<file path="src/snake_pkg.sv">
package snake_pkg;

	// Grid in 16-pixel cells
	localparam logic [5:0] GRID_W = 6'd40;
	localparam logic [5:0] GRID_H = 6'd30;
	localparam int CELL_SHIFT = 4;

	localparam logic [9:0] SCAN_W = 10'd640;
	localparam logic [9:0] SCAN_H = 10'd480;
	localparam logic [9:0] H_TOTAL = 10'd800;
	localparam logic [9:0] V_TOTAL = 10'd525;
	localparam logic [9:0] H_SYNC_BEG = 10'd656; // Sync pulses, active low
	localparam logic [9:0] H_SYNC_END = 10'd752;
	localparam logic [9:0] V_SYNC_BEG = 10'd490;
	localparam logic [9:0] V_SYNC_END = 10'd492;

	localparam int MAX_CELLS = 16;
	localparam logic [6:0] START_LEN = 7'd3;

	// Opposite directions differ only in bit 0
	localparam logic [1:0] DIR_UP = 2'b00;
	localparam logic [1:0] DIR_DOWN = 2'b01;
	localparam logic [1:0] DIR_LEFT = 2'b10;
	localparam logic [1:0] DIR_RIGHT = 2'b11;

	localparam logic [1:0] ST_RESTART = 2'b00;
	localparam logic [1:0] ST_DEAD = 2'b01;
	localparam logic [1:0] ST_PLAY = 2'b10;

	localparam logic [2:0] CLS_NONE = 3'd0;
	localparam logic [2:0] CLS_HEAD = 3'd1;
	localparam logic [2:0] CLS_BODY = 3'd2;
	localparam logic [2:0] CLS_WALL = 3'd3;
	localparam logic [2:0] CLS_FOOD = 3'd4;

	localparam logic [5:0] START_X = 6'd10;
	localparam logic [5:0] START_Y = 6'd10;
	localparam logic [5:0] FOOD_START_X = 6'd20;
	localparam logic [5:0] FOOD_START_Y = 6'd15;

	localparam logic [3:0] DEAD_FLASHES = 4'd8;

	localparam logic [15:0] FOOD_SEED = 16'hace1;
	localparam logic [15:0] FOOD_TAPS = 16'hb400; // x^16 + x^14 + x^13 + x^11

	localparam logic [11:0] COLOR_NONE = 12'h000;
	localparam logic [11:0] COLOR_HEAD = 12'h0f0;
	localparam logic [11:0] COLOR_BODY = 12'h0a0;
	localparam logic [11:0] COLOR_WALL = 12'h00f;
	localparam logic [11:0] COLOR_FOOD = 12'hf00;

endpackage
</file>
<file path="src/snake_game_top.sv">
`timescale 1ns/1ps

module snake_game_top #(
	parameter int MOVE_PERIOD = 40
) (
	input logic clk,
	input logic rst,
	input logic btn_up,
	input logic btn_down,
	input logic btn_left,
	input logic btn_right,
	output logic hsync,
	output logic vsync,
	output logic [11:0] rgb,
	output logic [5:0] head_x,
	output logic [5:0] head_y,
	output logic [6:0] cube_num,
	output logic [7:0] score,
	output logic [1:0] game_status
);

	logic up_press;
	logic down_press;
	logic left_press;
	logic right_press;
	logic any_press;
	logic move_tick;
	logic die_flash;
	logic hit_wall;
	logic hit_body;
	logic add_cube;
	logic [5:0] food_x;
	logic [5:0] food_y;
	logic [9:0] x_pos;
	logic [9:0] y_pos;
	logic [2:0] cell_class;

	assign any_press = up_press | down_press | left_press | right_press;

	key_sync key_sync_inst (
		.clk(clk), .rst(rst),
		.btn_up(btn_up), .btn_down(btn_down), .btn_left(btn_left), .btn_right(btn_right),
		.up_press(up_press), .down_press(down_press),
		.left_press(left_press), .right_press(right_press)
	);

	game_ctrl #(.MOVE_PERIOD(MOVE_PERIOD)) game_ctrl_inst (
		.clk(clk), .rst(rst),
		.any_press(any_press), .hit_wall(hit_wall), .hit_body(hit_body),
		.add_cube(add_cube), .game_status(game_status), .move_tick(move_tick),
		.die_flash(die_flash), .score(score)
	);

	snake_body snake_body_inst (
		.clk(clk), .rst(rst),
		.up_press(up_press), .down_press(down_press),
		.left_press(left_press), .right_press(right_press),
		.move_tick(move_tick), .add_cube(add_cube), .die_flash(die_flash),
		.game_status(game_status), .x_pos(x_pos), .y_pos(y_pos),
		.food_x(food_x), .food_y(food_y), .head_x(head_x), .head_y(head_y),
		.cube_num(cube_num), .hit_wall(hit_wall), .hit_body(hit_body),
		.cell_class(cell_class)
	);

	food_gen food_gen_inst (
		.clk(clk), .rst(rst),
		.game_status(game_status), .head_x(head_x), .head_y(head_y),
		.move_tick(move_tick), .food_x(food_x), .food_y(food_y), .add_cube(add_cube)
	);

	vga_scan vga_scan_inst (
		.clk(clk), .rst(rst),
		.cell_class(cell_class), .x_pos(x_pos), .y_pos(y_pos),
		.hsync(hsync), .vsync(vsync), .rgb(rgb)
	);

endmodule

</file>
<file path="src/vga_scan.sv">
`timescale 1ns/1ps

module vga_scan (
	input logic clk,
	input logic rst,
	input logic [2:0] cell_class,
	output logic [9:0] x_pos,
	output logic [9:0] y_pos,
	output logic hsync,
	output logic vsync,
	output logic [11:0] rgb
);

	logic [9:0] h_cnt;
	logic [9:0] v_cnt;
	logic visible;
	logic [11:0] color;

	assign x_pos = h_cnt;
	assign y_pos = v_cnt;
	assign visible = (h_cnt < snake_pkg::SCAN_W) && (v_cnt < snake_pkg::SCAN_H);

	always_comb begin
		case (cell_class)
			snake_pkg::CLS_HEAD: color = snake_pkg::COLOR_HEAD;
			snake_pkg::CLS_BODY: color = snake_pkg::COLOR_BODY;
			snake_pkg::CLS_WALL: color = snake_pkg::COLOR_WALL;
			snake_pkg::CLS_FOOD: color = snake_pkg::COLOR_FOOD;
			default: color = snake_pkg::COLOR_NONE;
		endcase
	end

	always_ff @(posedge clk or negedge rst) begin
		if (!rst) begin
			h_cnt <= '0;
			v_cnt <= '0;
			hsync <= 1'b1;
			vsync <= 1'b1;
			rgb <= snake_pkg::COLOR_NONE;
		end else begin
			if (h_cnt == snake_pkg::H_TOTAL - 10'd1) begin
				h_cnt <= '0;
				v_cnt <= (v_cnt == snake_pkg::V_TOTAL - 10'd1) ? '0 : v_cnt + 10'd1;
			end else begin
				h_cnt <= h_cnt + 10'd1;
			end
			// Aligned with the colour of the same position
			hsync <= !(h_cnt >= snake_pkg::H_SYNC_BEG && h_cnt < snake_pkg::H_SYNC_END);
			vsync <= !(v_cnt >= snake_pkg::V_SYNC_BEG && v_cnt < snake_pkg::V_SYNC_END);
			rgb <= visible ? color : snake_pkg::COLOR_NONE;
		end
	end

endmodule

</file>
<file path="src/food_gen.sv">
`timescale 1ns/1ps

module food_gen (
	input logic clk,
	input logic rst,
	input logic [1:0] game_status,
	input logic [5:0] head_x,
	input logic [5:0] head_y,
	input logic move_tick,
	output logic [5:0] food_x,
	output logic [5:0] food_y,
	output logic add_cube
);

	logic [15:0] lfsr;
	logic feedback;
	logic tick_d;

	assign feedback = ^(lfsr & snake_pkg::FOOD_TAPS);

	always_ff @(posedge clk or negedge rst) begin
		if (!rst)
			lfsr <= snake_pkg::FOOD_SEED;
		else
			lfsr <= {lfsr[14:0], feedback}; // Steps every clk
	end

	always_ff @(posedge clk or negedge rst) begin
		if (!rst) begin
			tick_d <= 1'b0;
			add_cube <= 1'b0;
			food_x <= snake_pkg::FOOD_START_X;
			food_y <= snake_pkg::FOOD_START_Y;
		end else begin
			tick_d <= move_tick; // Head is updated by now
			add_cube <= 1'b0;
			if (game_status == snake_pkg::ST_RESTART) begin
				food_x <= snake_pkg::FOOD_START_X;
				food_y <= snake_pkg::FOOD_START_Y;
			end else if (game_status == snake_pkg::ST_PLAY && tick_d &&
				head_x == food_x && head_y == food_y) begin
				add_cube <= 1'b1;
				food_x <= 6'd1 + 6'(lfsr[4:0]);
				food_y <= 6'd2 + 6'(lfsr[8:5]);
			end
		end
	end

endmodule

</file>
<file path="src/snake_body.sv">
`timescale 1ns/1ps

module snake_body (
	input logic clk,
	input logic rst,
	input logic up_press,
	input logic down_press,
	input logic left_press,
	input logic right_press,
	input logic move_tick,
	input logic add_cube,
	input logic die_flash,
	input logic [1:0] game_status,
	input logic [9:0] x_pos,
	input logic [9:0] y_pos,
	input logic [5:0] food_x,
	input logic [5:0] food_y,
	output logic [5:0] head_x,
	output logic [5:0] head_y,
	output logic [6:0] cube_num,
	output logic hit_wall,
	output logic hit_body,
	output logic [2:0] cell_class
);

	localparam int N = snake_pkg::MAX_CELLS;

	logic [1:0] dir;
	logic [1:0] dir_pend;
	logic [5:0] cube_x [N];
	logic [5:0] cube_y [N];
	logic [N-1:0] is_exist;
	logic press_valid;
	logic [1:0] press_dir;
	logic press_rev;
	logic move;
	logic [5:0] next_x;
	logic [5:0] next_y;
	logic next_wall;
	logic next_body;
	logic [5:0] cx;
	logic [5:0] cy;
	logic on_body;

	assign head_x = cube_x[0];
	assign head_y = cube_y[0];
	assign move = (game_status == snake_pkg::ST_PLAY) && move_tick;

	always_comb begin
		press_valid = up_press | down_press | left_press | right_press;
		if (up_press)
			press_dir = snake_pkg::DIR_UP;
		else if (down_press)
			press_dir = snake_pkg::DIR_DOWN;
		else if (left_press)
			press_dir = snake_pkg::DIR_LEFT;
		else
			press_dir = snake_pkg::DIR_RIGHT;
		press_rev = ((press_dir ^ dir) == 2'b01);
	end

	always_ff @(posedge clk or negedge rst) begin
		if (!rst) begin
			dir <= snake_pkg::DIR_RIGHT;
			dir_pend <= snake_pkg::DIR_RIGHT;
		end else if (game_status == snake_pkg::ST_RESTART) begin
			dir <= snake_pkg::DIR_RIGHT;
			dir_pend <= press_valid ? press_dir : snake_pkg::DIR_RIGHT; // Starting press
		end else if (game_status == snake_pkg::ST_PLAY) begin
			if (move_tick)
				dir <= dir_pend;
			if (press_valid && !press_rev)
				dir_pend <= press_dir;
		end
	end

	// Head step in the direction about to become current
	always_comb begin
		next_x = cube_x[0];
		next_y = cube_y[0];
		case (dir_pend)
			snake_pkg::DIR_UP: next_y = cube_y[0] - 6'd1;
			snake_pkg::DIR_DOWN: next_y = cube_y[0] + 6'd1;
			snake_pkg::DIR_LEFT: next_x = cube_x[0] - 6'd1;
			default: next_x = cube_x[0] + 6'd1;
		endcase
		next_wall = (next_x == 6'd0) || (next_x == snake_pkg::GRID_W - 6'd1) ||
			(next_y == 6'd0) || (next_y == snake_pkg::GRID_H - 6'd1);
		next_body = 1'b0;
		// Cell i moves to slot i+1, the old tail leaves
		for (int i = 0; i < N - 1; i++) begin
			if (is_exist[i+1] && cube_x[i] == next_x && cube_y[i] == next_y)
				next_body = 1'b1;
		end
	end

	always_ff @(posedge clk) begin
		if (game_status == snake_pkg::ST_RESTART) begin
			for (int i = 0; i < N; i++) begin
				cube_x[i] <= snake_pkg::START_X - 6'(i);
				cube_y[i] <= snake_pkg::START_Y;
			end
		end else if (move) begin
			for (int i = N - 1; i > 0; i--) begin
				cube_x[i] <= cube_x[i-1];
				cube_y[i] <= cube_y[i-1];
			end
			cube_x[0] <= next_x;
			cube_y[0] <= next_y;
		end
	end

	always_ff @(posedge clk or negedge rst) begin
		if (!rst) begin
			is_exist <= N'(7);
			cube_num <= snake_pkg::START_LEN;
			hit_wall <= 1'b0;
			hit_body <= 1'b0;
		end else if (game_status == snake_pkg::ST_RESTART) begin
			is_exist <= N'(7);
			cube_num <= snake_pkg::START_LEN;
			hit_wall <= 1'b0;
			hit_body <= 1'b0;
		end else begin
			hit_wall <= move && next_wall;
			hit_body <= move && next_body;
			// New tail takes the spot the old tail left
			if (add_cube && cube_num < 7'(N)) begin
				is_exist[cube_num[3:0]] <= 1'b1;
				cube_num <= cube_num + 7'd1;
			end
		end
	end

	always_comb begin
		cx = 6'(x_pos >> snake_pkg::CELL_SHIFT);
		cy = 6'(y_pos >> snake_pkg::CELL_SHIFT);
		on_body = 1'b0;
		for (int i = 1; i < N; i++) begin
			if (is_exist[i] && cube_x[i] == cx && cube_y[i] == cy)
				on_body = 1'b1;
		end
		if (cx == 6'd0 || cx == snake_pkg::GRID_W - 6'd1 ||
			cy == 6'd0 || cy == snake_pkg::GRID_H - 6'd1)
			cell_class = snake_pkg::CLS_WALL;
		else if (die_flash && cx == cube_x[0] && cy == cube_y[0])
			cell_class = snake_pkg::CLS_HEAD;
		else if (die_flash && on_body)
			cell_class = snake_pkg::CLS_BODY;
		else if (cx == food_x && cy == food_y)
			cell_class = snake_pkg::CLS_FOOD;
		else
			cell_class = snake_pkg::CLS_NONE;
	end

endmodule

</file>
<file path="src/game_ctrl.sv">
`timescale 1ns/1ps

module game_ctrl #(
	parameter int MOVE_PERIOD = 40
) (
	input logic clk,
	input logic rst,
	input logic any_press,
	input logic hit_wall,
	input logic hit_body,
	input logic add_cube,
	output logic [1:0] game_status,
	output logic move_tick,
	output logic die_flash,
	output logic [7:0] score
);

	localparam int CNT_W = $clog2(MOVE_PERIOD + 1);

	logic [CNT_W-1:0] move_cnt;
	logic [3:0] flash_cnt;
	logic period_end;

	assign period_end = (move_cnt == CNT_W'(MOVE_PERIOD - 1));

	always_ff @(posedge clk or negedge rst) begin
		if (!rst) begin
			game_status <= snake_pkg::ST_RESTART;
			move_cnt <= '0;
			move_tick <= 1'b0;
			die_flash <= 1'b1;
			flash_cnt <= '0;
			score <= '0;
		end else begin
			move_tick <= 1'b0;
			case (game_status)
				snake_pkg::ST_RESTART: begin
					move_cnt <= '0;
					flash_cnt <= '0;
					die_flash <= 1'b1;
					if (any_press)
						game_status <= snake_pkg::ST_PLAY;
				end
				snake_pkg::ST_PLAY: begin
					move_cnt <= period_end ? '0 : move_cnt + 1'b1;
					move_tick <= period_end;
					if (hit_wall || hit_body) begin
						game_status <= snake_pkg::ST_DEAD;
						move_cnt <= '0; // Flash periods start fresh
						move_tick <= 1'b0;
					end
				end
				snake_pkg::ST_DEAD: begin
					move_cnt <= period_end ? '0 : move_cnt + 1'b1;
					if (period_end) begin
						die_flash <= ~die_flash;
						flash_cnt <= flash_cnt + 4'd1;
						if (flash_cnt == snake_pkg::DEAD_FLASHES - 4'd1)
							game_status <= snake_pkg::ST_RESTART;
					end
				end
				default: game_status <= snake_pkg::ST_RESTART;
			endcase

			// A late add_cube can still land right after a hit
			if (game_status == snake_pkg::ST_RESTART)
				score <= '0;
			else if (add_cube)
				score <= score + 8'd1;
		end
	end

endmodule

</file>
<file path="src/key_sync.sv">
`timescale 1ns/1ps

module key_sync (
	input logic clk,
	input logic rst,
	input logic btn_up,
	input logic btn_down,
	input logic btn_left,
	input logic btn_right,
	output logic up_press,
	output logic down_press,
	output logic left_press,
	output logic right_press
);

	logic [3:0] btn_s1;
	logic [3:0] btn_s2;
	logic [3:0] btn_prev;
	logic [3:0] press;

	always_ff @(posedge clk or negedge rst) begin
		if (!rst) begin
			btn_s1 <= '0;
			btn_s2 <= '0;
			btn_prev <= '0;
			press <= '0;
		end else begin
			btn_s1 <= {btn_up, btn_down, btn_left, btn_right};
			btn_s2 <= btn_s1;
			btn_prev <= btn_s2;
			press <= btn_s2 & ~btn_prev; // Rising edge, one cycle
		end
	end

	assign {up_press, down_press, left_press, right_press} = press;

endmodule

</file>
<file path="config.mk">
export PLATFORM = sky130hd
export DESIGN_NAME = snake_game_top
export DESIGN_NICKNAME = d
export VERILOG_FILES = /design/src/snake_pkg.sv /design/src/snake_game_top.sv /design/src/vga_scan.sv /design/src/food_gen.sv /design/src/snake_body.sv /design/src/game_ctrl.sv /design/src/key_sync.sv
export SDC_FILE = /design/constraint.sdc
export NUM_CORES = 1
export LEC_CHECK = 0
export ABC_AREA = 0
export ABC_CLOCK_PERIOD_IN_PS = 12200
export BUFFER_PORTS_ARGS = -buffer_cell sky130_fd_sc_hd__buf_2
export CELL_PAD_IN_SITES_DETAIL_PLACEMENT = 1
export CELL_PAD_IN_SITES_GLOBAL_PLACEMENT = 2
export CORE_MARGIN = 5
export CORE_UTILIZATION = 46
export DETAILED_ROUTE_END_ITERATION = 16
export PLACE_DENSITY_LB_ADDON = 0.1
export SYNTH_ARGS = -nofsm -noshare
export SYNTH_HDL_FRONTEND = slang
export SYNTH_SLANG_ARGS = --single-unit
</file>
<file path="constraint.sdc">
create_clock -name clk -period 12.2 [get_ports clk]
set_input_delay 1.22 -clock clk [delete_from_list [all_inputs] [get_ports clk]]
set_output_delay 1.22 -clock clk [all_outputs]
set_load 0.01 [all_outputs]
</file>
==> reports/metrics.csv, run 1 <==
metric,value,unit
CP max stage cell,nor2_2,
maximum fanout along the worst path,12,
RSZ-0062 raised after global routing,no,
Die X,205,um
Power Density,231,mW/mm^2
first-pass GRT wire length,83600,um
Synth cell types,69,
drt first pass iters,5,
GR Overflow Total,0,
top_reg_cell synth,edfxtp_1,
GRT met1 Usage,36.4,%
vias per inst,5.81,
GR Layer Usage met3,4.21,%
hold slack,0.345,ns
drt total wl,55400,um
cell count after synthesis,1585,
hold crit path type,reg -> reg,
Crit path max-delay family,simple AND/OR/NAND/NOR gates,
met2 Usage GRT,43.0,%
Comb power frac,37.2,%
nets,1617,
Final Hold Viols,0,
largest net degree at the start of global routing,99,
Post-Syn Nets,1614,
Tot GR Track Use,26.6,%
most instantiated library cell after synthesis,xor2_1,
initial drt markers,961,
Max Cap Viol,0,
Die ar.,0.0422,sq mm
Pins Over Slew Limit,0,
synth top area cells,"edfxtp_1, dfrtp_1, xor2_1",
crit-path most repeated cell,nor4_1,
vias in the first global route,12800,
layout cells sized above 1,11.7,%
post-synthesis sequential area ratio,50.2,%
synth-to-layout area growth,10.4,%
Sequential Power Share,38.2,%
LEAKAGE,7.09,nW
outcome,finished clean,
worst setup margin,7.59,ns
Setup crit end kind,flip-flop,
Psw,1.81,mW
RR Startpoint,snake_body_inst.dir_pend[0],
Setup Skew,0.0179,ns
initial antenna violation count,1,
maximum clock frequency,217,MHz
CTS tree,done,
Sw Ratio,40.4,%
routability cong.,0.929,
Worst-Margin Slew,1.01,ns
"EDFF count, synth",192,
cell taking the most area after synthesis,edfxtp_1,
WP buf/inv,1,
Clock transition at path regs,0.06,ns
setup tns final,0,ns
CP required,12.68,ns
Setup Buffers After CTS,0,
Max H-tree Level,2,
Final setup violation count,0,
Clock Power Share,24.6,%
Mapped Avg Cell Area,11.1,sq um
post-layout util,51.5,%
Int Pwr,2.67,mW
cts repair resizes,0,
ANT cells,0,
CTS max path bufs,3,
fin crit share,37.8,%
post-synthesis register bit count,313,
number of port buffers,48,
Hold Path Origin,key_sync_inst.btn_s1[3],
CP Cell Sequence,"nand2b_1, inv_1, fa_1, nor2b_1, nor2_2, xor2_1, or4_1, nor4_1, nand4_1, o221ai_1, mux2i_1, nor4_1, o31a_1",
Synth top area share,32.8,%
pre-CTS setup slack,7.63,ns
crit path kind,reg -> reg,
Starting Density,46.7,%
VDD IR max,0.000183,V
CTS root buffer,clkbuf_16,
CTS Sinks,313,
Num CTS Buffers,38,
later-pin clock latency in the skew report,0.55,ns
I/O Pins,49,
Core ar.,0.0377,sq mm
Synth warnings,0,
Setup crit start,snake_body_inst.dir_pend[0],
Max stage delay on crit path,0.76,ns
FP Rows,71,
most frequent cells after synthesis,"xor2_1, edfxtp_1, xnor2_1, and2_1, dfrtp_1",
DRC violations left,0,
# hold bufs at CTS,0,
Post-DP HPWL,37000,um
routed len/inst,26.1,um
Final ANT Viol Nets,0,
busiest grt layer,met2,
arrival time worst endpoint,5.09,ns
crit start category,flip-flop,
Synth Cell Area,0.0176,sq mm
Relative slew margins,33.0,%
Post-synth ARST share,38.7,%
post-route minimum period,4.61,ns
Vias,12400,
DIE HEIGHT,205,um
-- routing by layer --
layer  wire [um]  part of all wire (%)
met5          13                 0.023
met2       26000                    47
met1       23800                    43
met4        2030                   3.7
met3        3550                   6.4
-- cell usage in the layout, fill, tap and decap left out, drive strengths merged, types with 4 or more instances in the layout --
cell type  synthesis  routed
xnor2            178     178
inv               24      25
mux2i              8       8
nor3              29      29
dfrtp             96      96
nand2b             7       7
clkinv             0      13
xor2             240     240
o211ai             5       5
nor3b              6       6
clkbuf            69      51
mux2               4       4
o2111ai            6       6
ha                22      22
nor2              92      92
nor2b             12      12
o21ai             22      22
a31oi             15      15
and3              14      14
and2             110     110
or4               10      10
nand4b             5       5
nand4             65      65
a21oi             24      24
buf               50      82
or3               77      77
nor4b              5       5
edfxtp           192     192
nand2             50      50
nor4              50      50
dfstp             25      25
nand3             30      30
-- power groups by stage --
| stage | logic [mW] | registers, mW | clock network, mW |
|---|---|---|---|
| 2_1_floorplan | 1.18 | 1.66 | 0 |
| 5_1_grt | 1.79 | 1.73 | 1.18 |
| 3_3_place_gp | 1.63 | 1.72 | 0 |
| 4_1_cts | 1.66 | 1.71 | 1.13 |
| 6_report | 1.67 | 1.71 | 1.10 |
| 3_5_place_dp | 1.65 | 1.73 | 0 |
-- final timing paths --
kind,to,slack [ns],depth (start not counted)
max reg2reg,snake_body_inst.hit_body,7.59,13
max in group asynchronous,key_sync_inst.btn_s2[1],10.30,2
max,snake_body_inst.hit_body,7.59,13
min reg2reg,key_sync_inst.btn_s2[3],0.35,0
min in group asynchronous,game_ctrl_inst.score[2],0.61,1
min,key_sync_inst.btn_s2[3],0.35,0
-- state kept, by name, summed over array words and instances, names as in the netlist, 5 cells and up --
register                  count
snake_body_inst.cube_y       96
food_gen_inst.food_y          5
snake_body_inst.cube_num      7
food_gen_inst.lfsr           16
vga_scan_inst.x_pos          10
snake_body_inst.cube_x       96
snake_body_inst.is_exist     15
food_gen_inst.food_x          6
vga_scan_inst.y_pos          10
game_ctrl_inst.score          8
game_ctrl_inst.move_cnt       6
-- cell families after synthesis --
kind of cell,Yosys count,synth area share (%)
and+or+nand+nor,570,18.2
DFF,313,50.2
muxes,12,0.783
xor gates and xnor gates,418,21.0
buffers and inverters,143,3.76
adders and majority gates,23,1.68
AOI/OAI and AO/OA,106,4.33
-- cell type report --
class	count	area, sq um
fill	4010	18300
sequential	313	8820
multi-input combinational	1129	8140
clock buffer	51	1100
tap	511	639
timing repair buffer	82	502
clock inverter	17	110
inverter	24	90.1
-- per-stage QoR --
step	cell area (sq um)	power [mW]	cells
after global routing	19400	4.71	2127
after floorplan	17600	2.85	1585
after CTS	19400	4.50	2127
after global placement	18200	3.35	2059
final	19400	4.48	2127
after detailed placement	18200	3.38	2059
Power figures use the tool's default switching activity.
==> run 2: changes to the inputs <==
Settings changed: ABC_AREA 0 to 1, ABC_CLOCK_PERIOD_IN_PS 12200 to 4000, CORE_UTILIZATION 46 to 35.
Clock period 12.2 ns to 4 ns, I/O delays scaled along.
==> reports/metrics.csv, run 2 <==
metric,value,unit,change
Power Density,683,mW/mm^2,+200%
Pins Over Slew Limit,0,,unchanged
Max H-tree Level,2,,unchanged
CTS Sinks,313,,unchanged
adder-cell share of the synthesized area,1.63,%,-0.055 points
Num CTS Buffers,41,,+7.9%
R2R depth,21,,+8
Final ANT Viol Nets,0,,unchanged
Starting Density,35.3,%,-11 points
crit-path most repeated cell,nor2_1,,
met2 routed WL,35800,um,+38%
"most common cell after layout, fill and taps aside",nand2_1,,
Worst-Margin Slew,1.10,ns,+0.0919 ns
DRC violations left,0,,unchanged
Synth Area in XOR/XNOR,5.73,%,-15 points
layout cells sized above 1,10.6,%,-1.1 points
outcome,finished clean,,
top flop regs,"snake_body_inst.cube_x x96, snake_body_inst.cube_y x96, food_gen_inst.lfsr x16",,
CP Cell Sequence,"inv_2, nand2_2, nand2_1, nand2_1, inv_2, ha_1, nand2_4, nand2_4, inv_1, o22ai_1, nor2_1, nand3_1, nor2_1, nand3_1, nor2_1, nand4_1, nand2_1, nor2_1, nand2_1, nor2_1, nor2_1",,
Post-synth ARST share,38.7,%,unchanged
most frequent cells after synthesis,"nand2_1, inv_1, nor2_1, edfxtp_1, nand3_1",,
number of port buffers,48,,unchanged
cell taking the most area after synthesis,edfxtp_1,,
Post-Syn Nets,2259,,+40%
first-pass GRT wire length,114000,um,+36%
Filler cells,6137,,+53%
RSZ-0062 raised after global routing,no,,
Final Hold Viols,0,,unchanged
most frequent cells in the layout,"nand2_1, inv_1, nor2_1",,
maximum fanout along the worst path,15,,+3
Relative slew margins,26.4,%,-6.6 points
CTS max path bufs,3,,unchanged
Non-Filler Instances,2996,,+41%
Max stage delay on crit path,0.61,ns,-0.15 ns
most instantiated library cell after synthesis,nand2_1,,
Vias,16200,,+31%
maximum clock frequency,267,MHz,+23%
post-synthesis register bit count,313,,unchanged
nets,2313,,+43%
Hold Crit Depth,0,,unchanged
largest family of logic cells by synthesized area,simple AND/OR/NAND/NOR gates,,
CP max stage cell,dfstp_2,,
Synth Cell Area,0.0182,sq mm,+3.4%
Setup Skew,0.0241,ns,+0.00619 ns
DR WL met3,5260,um,+48%
crit start category,flip-flop,,
synth top area cells,"edfxtp_1, dfrtp_1, nand2_1",,
DIE HEIGHT,238,um,+16%
# placed instances,2916,,+42%
Setup Buffers After CTS,0,,unchanged
synth-to-layout area growth,13.4,%,
ANT cells,0,,unchanged
post-synthesis sequential area ratio,48.6,%,-1.6 points
Post-DP HPWL,53400,um,+44%
Die ar.,0.0566,sq mm,+34%
VDD IR max,0.000368,V,+100%
r2r setup slk,0.25,ns,-7.34 ns
r2r endpoint,snake_body_inst.hit_body,,
crit path kind,reg -> reg,,
Die X,238,um,+16%
initial antenna violation count,3,,+2
setup tns final,0,ns,unchanged
CP endpoint,snake_body_inst.hit_body,,
top_reg_cell synth,edfxtp_1,,
Synth top area share,31.7,%,-1.1 points
Final setup violation count,0,,unchanged
Setup crit start,snake_body_inst.dir_pend[0],,
arrival time worst endpoint,4.25,ns,-0.84 ns
CTS root buffer,clkbuf_16,,
drt total wl,78000,um,+41%
cell count after synthesis,2230,,+41%
worst setup margin,0.249,ns,-7.34 ns
mux cell area share after synthesis,0.0551,%,-0.73 points
Synth cell types,58,,-16%
M1 wire length,34300,um,+44%
routed len/inst,26.0,um,about the same
Synth warnings,0,,unchanged
Max Cap Viol,0,,unchanged
initial drt markers,1199,,+25%
Mapped Avg Cell Area,8.15,sq um,-27%
largest net degree at the start of global routing,66,,-33%
RR Startpoint,snake_body_inst.dir_pend[0],,
routability cong.,0.916,,-1.4%
later-pin clock latency in the skew report,0.58,ns,+0.03 ns
drt first pass iters,6,,+1
fin crit share,93.8,%,+56 points
vias per inst,5.42,,-6.7%
post-synthesis compound-gate area fraction,8.47,%,+4.1 points
"EDFF count, synth",192,,unchanged
CTS tree,done,,
post-route minimum period,3.75,ns,-0.859 ns
GR Overflow Total,0,,unchanged
Core ar.,0.0514,sq mm,+36%
post-synthesis simple-gate area fraction,25.7,%,+7.5 points
post-layout util,40.1,%,-11 points
hold crit path type,reg -> reg,,
highest layer used for signal routing,met5,,
CP required,4.50,ns,-8.18 ns
I/O Pins,49,,unchanged
Tot GR Track Use,27.1,%,+0.57 points
Clock transition at path regs,0.06,ns,about the same
vias in the first global route,16700,,+31%
LEAKAGE,9.21,nW,+30%
pre-CTS setup slack,0.333,ns,-7.29 ns
Setup crit end kind,flip-flop,,
FP Rows,83,,+17%
## run 2: cell types whose count changed after synthesis, moves of 109 or more
cell	before	now
xor2_1	239	84
xnor2_1	176	33
inv_1	24	310
nand2_1	50	538
nor2_1	91	280
and2_1	109	0
## run 2: stage by stage
| step | instance area (sq um) | power [mW] | hold slack (ns) |
|---|---|---|---|
| 2_1_floorplan | 18200 | 8.26 | 0.104 |
| 3_3_place_gp | 19200 | 10.3 | 0.333 |
| 3_5_place_dp | 19200 | 10.4 | 0.338 |
| 4_1_cts | 20600 | 14.1 | 0.350 |
| 5_1_grt | 20600 | 14.8 | 0.354 |
| 6_report | 20600 | 14.1 | 0.347 |
## run 2: layout make-up
type | count | area (sq um) | area share [%]
Inverter | 323 | 1220 | 5.92
Tap cell | 680 | 851 | 4.13
Clock inverter | 14 | 130 | 0.632
Clock buffer | 61 | 1180 | 5.74
Timing Repair Buffer | 116 | 807 | 3.92
Multi-Input combinational cell | 1489 | 7590 | 36.8
Sequential cell | 313 | 8830 | 42.8
## run 2: report_power, final
| part | switching, mW | internal (mW) |
|---|---|---|
| Clock | 1.52 | 2.18 |
| Combinational | 4.29 | 1.45 |
| Sequential | 0.476 | 4.17 |
| Total | 6.29 | 7.79 |
## run 2: cells by family after synthesis
logic type / Yosys count
AND/OR/NAND/NOR: 1091
buffers and inverters: 428
flip-flops: 313
AO/OA/AOI/OAI: 256
XOR/XNOR: 118
adder cells (fa/ha/maj): 23
multiplexers: 1
## run 2: worst min-delay path by stage
stage | start | endpoint | slack, ns
finish | key_sync_inst.btn_s1[3] | key_sync_inst.btn_s2[3] | 0.35
global route | key_sync_inst.btn_s1[0] | key_sync_inst.btn_s2[0] | 0.35
global placement | key_sync_inst.btn_s1[2] | key_sync_inst.btn_s2[2] | 0.33
detailed placement | key_sync_inst.btn_s1[0] | key_sync_inst.btn_s2[0] | 0.34
CTS | key_sync_inst.btn_s1[3] | key_sync_inst.btn_s2[3] | 0.35
floorplan | rst | food_gen_inst.add_cube | 0.10
## run 2: timing repair
item / CTS / global route
resized for setup: 0 / 0
hold buffers: 5 / 0
hold endpoints to repair: 47 / 0
## run 2: critical path, delay by kind of cell (launching register included)
kind,cells,cell delay [ns]
compound gates,1,0.13
fa+ha+maj,1,0.31
buf+inv,3,0.58
flops,1,0.61
simple gates,16,2.00
## run 2: metal layers
metal	up-vias	track usage (%)
li1	7371	-
met1	8149	37.3
met2	569	44.0
met3	146	4.89
met4	4	8.40
met5	-	0
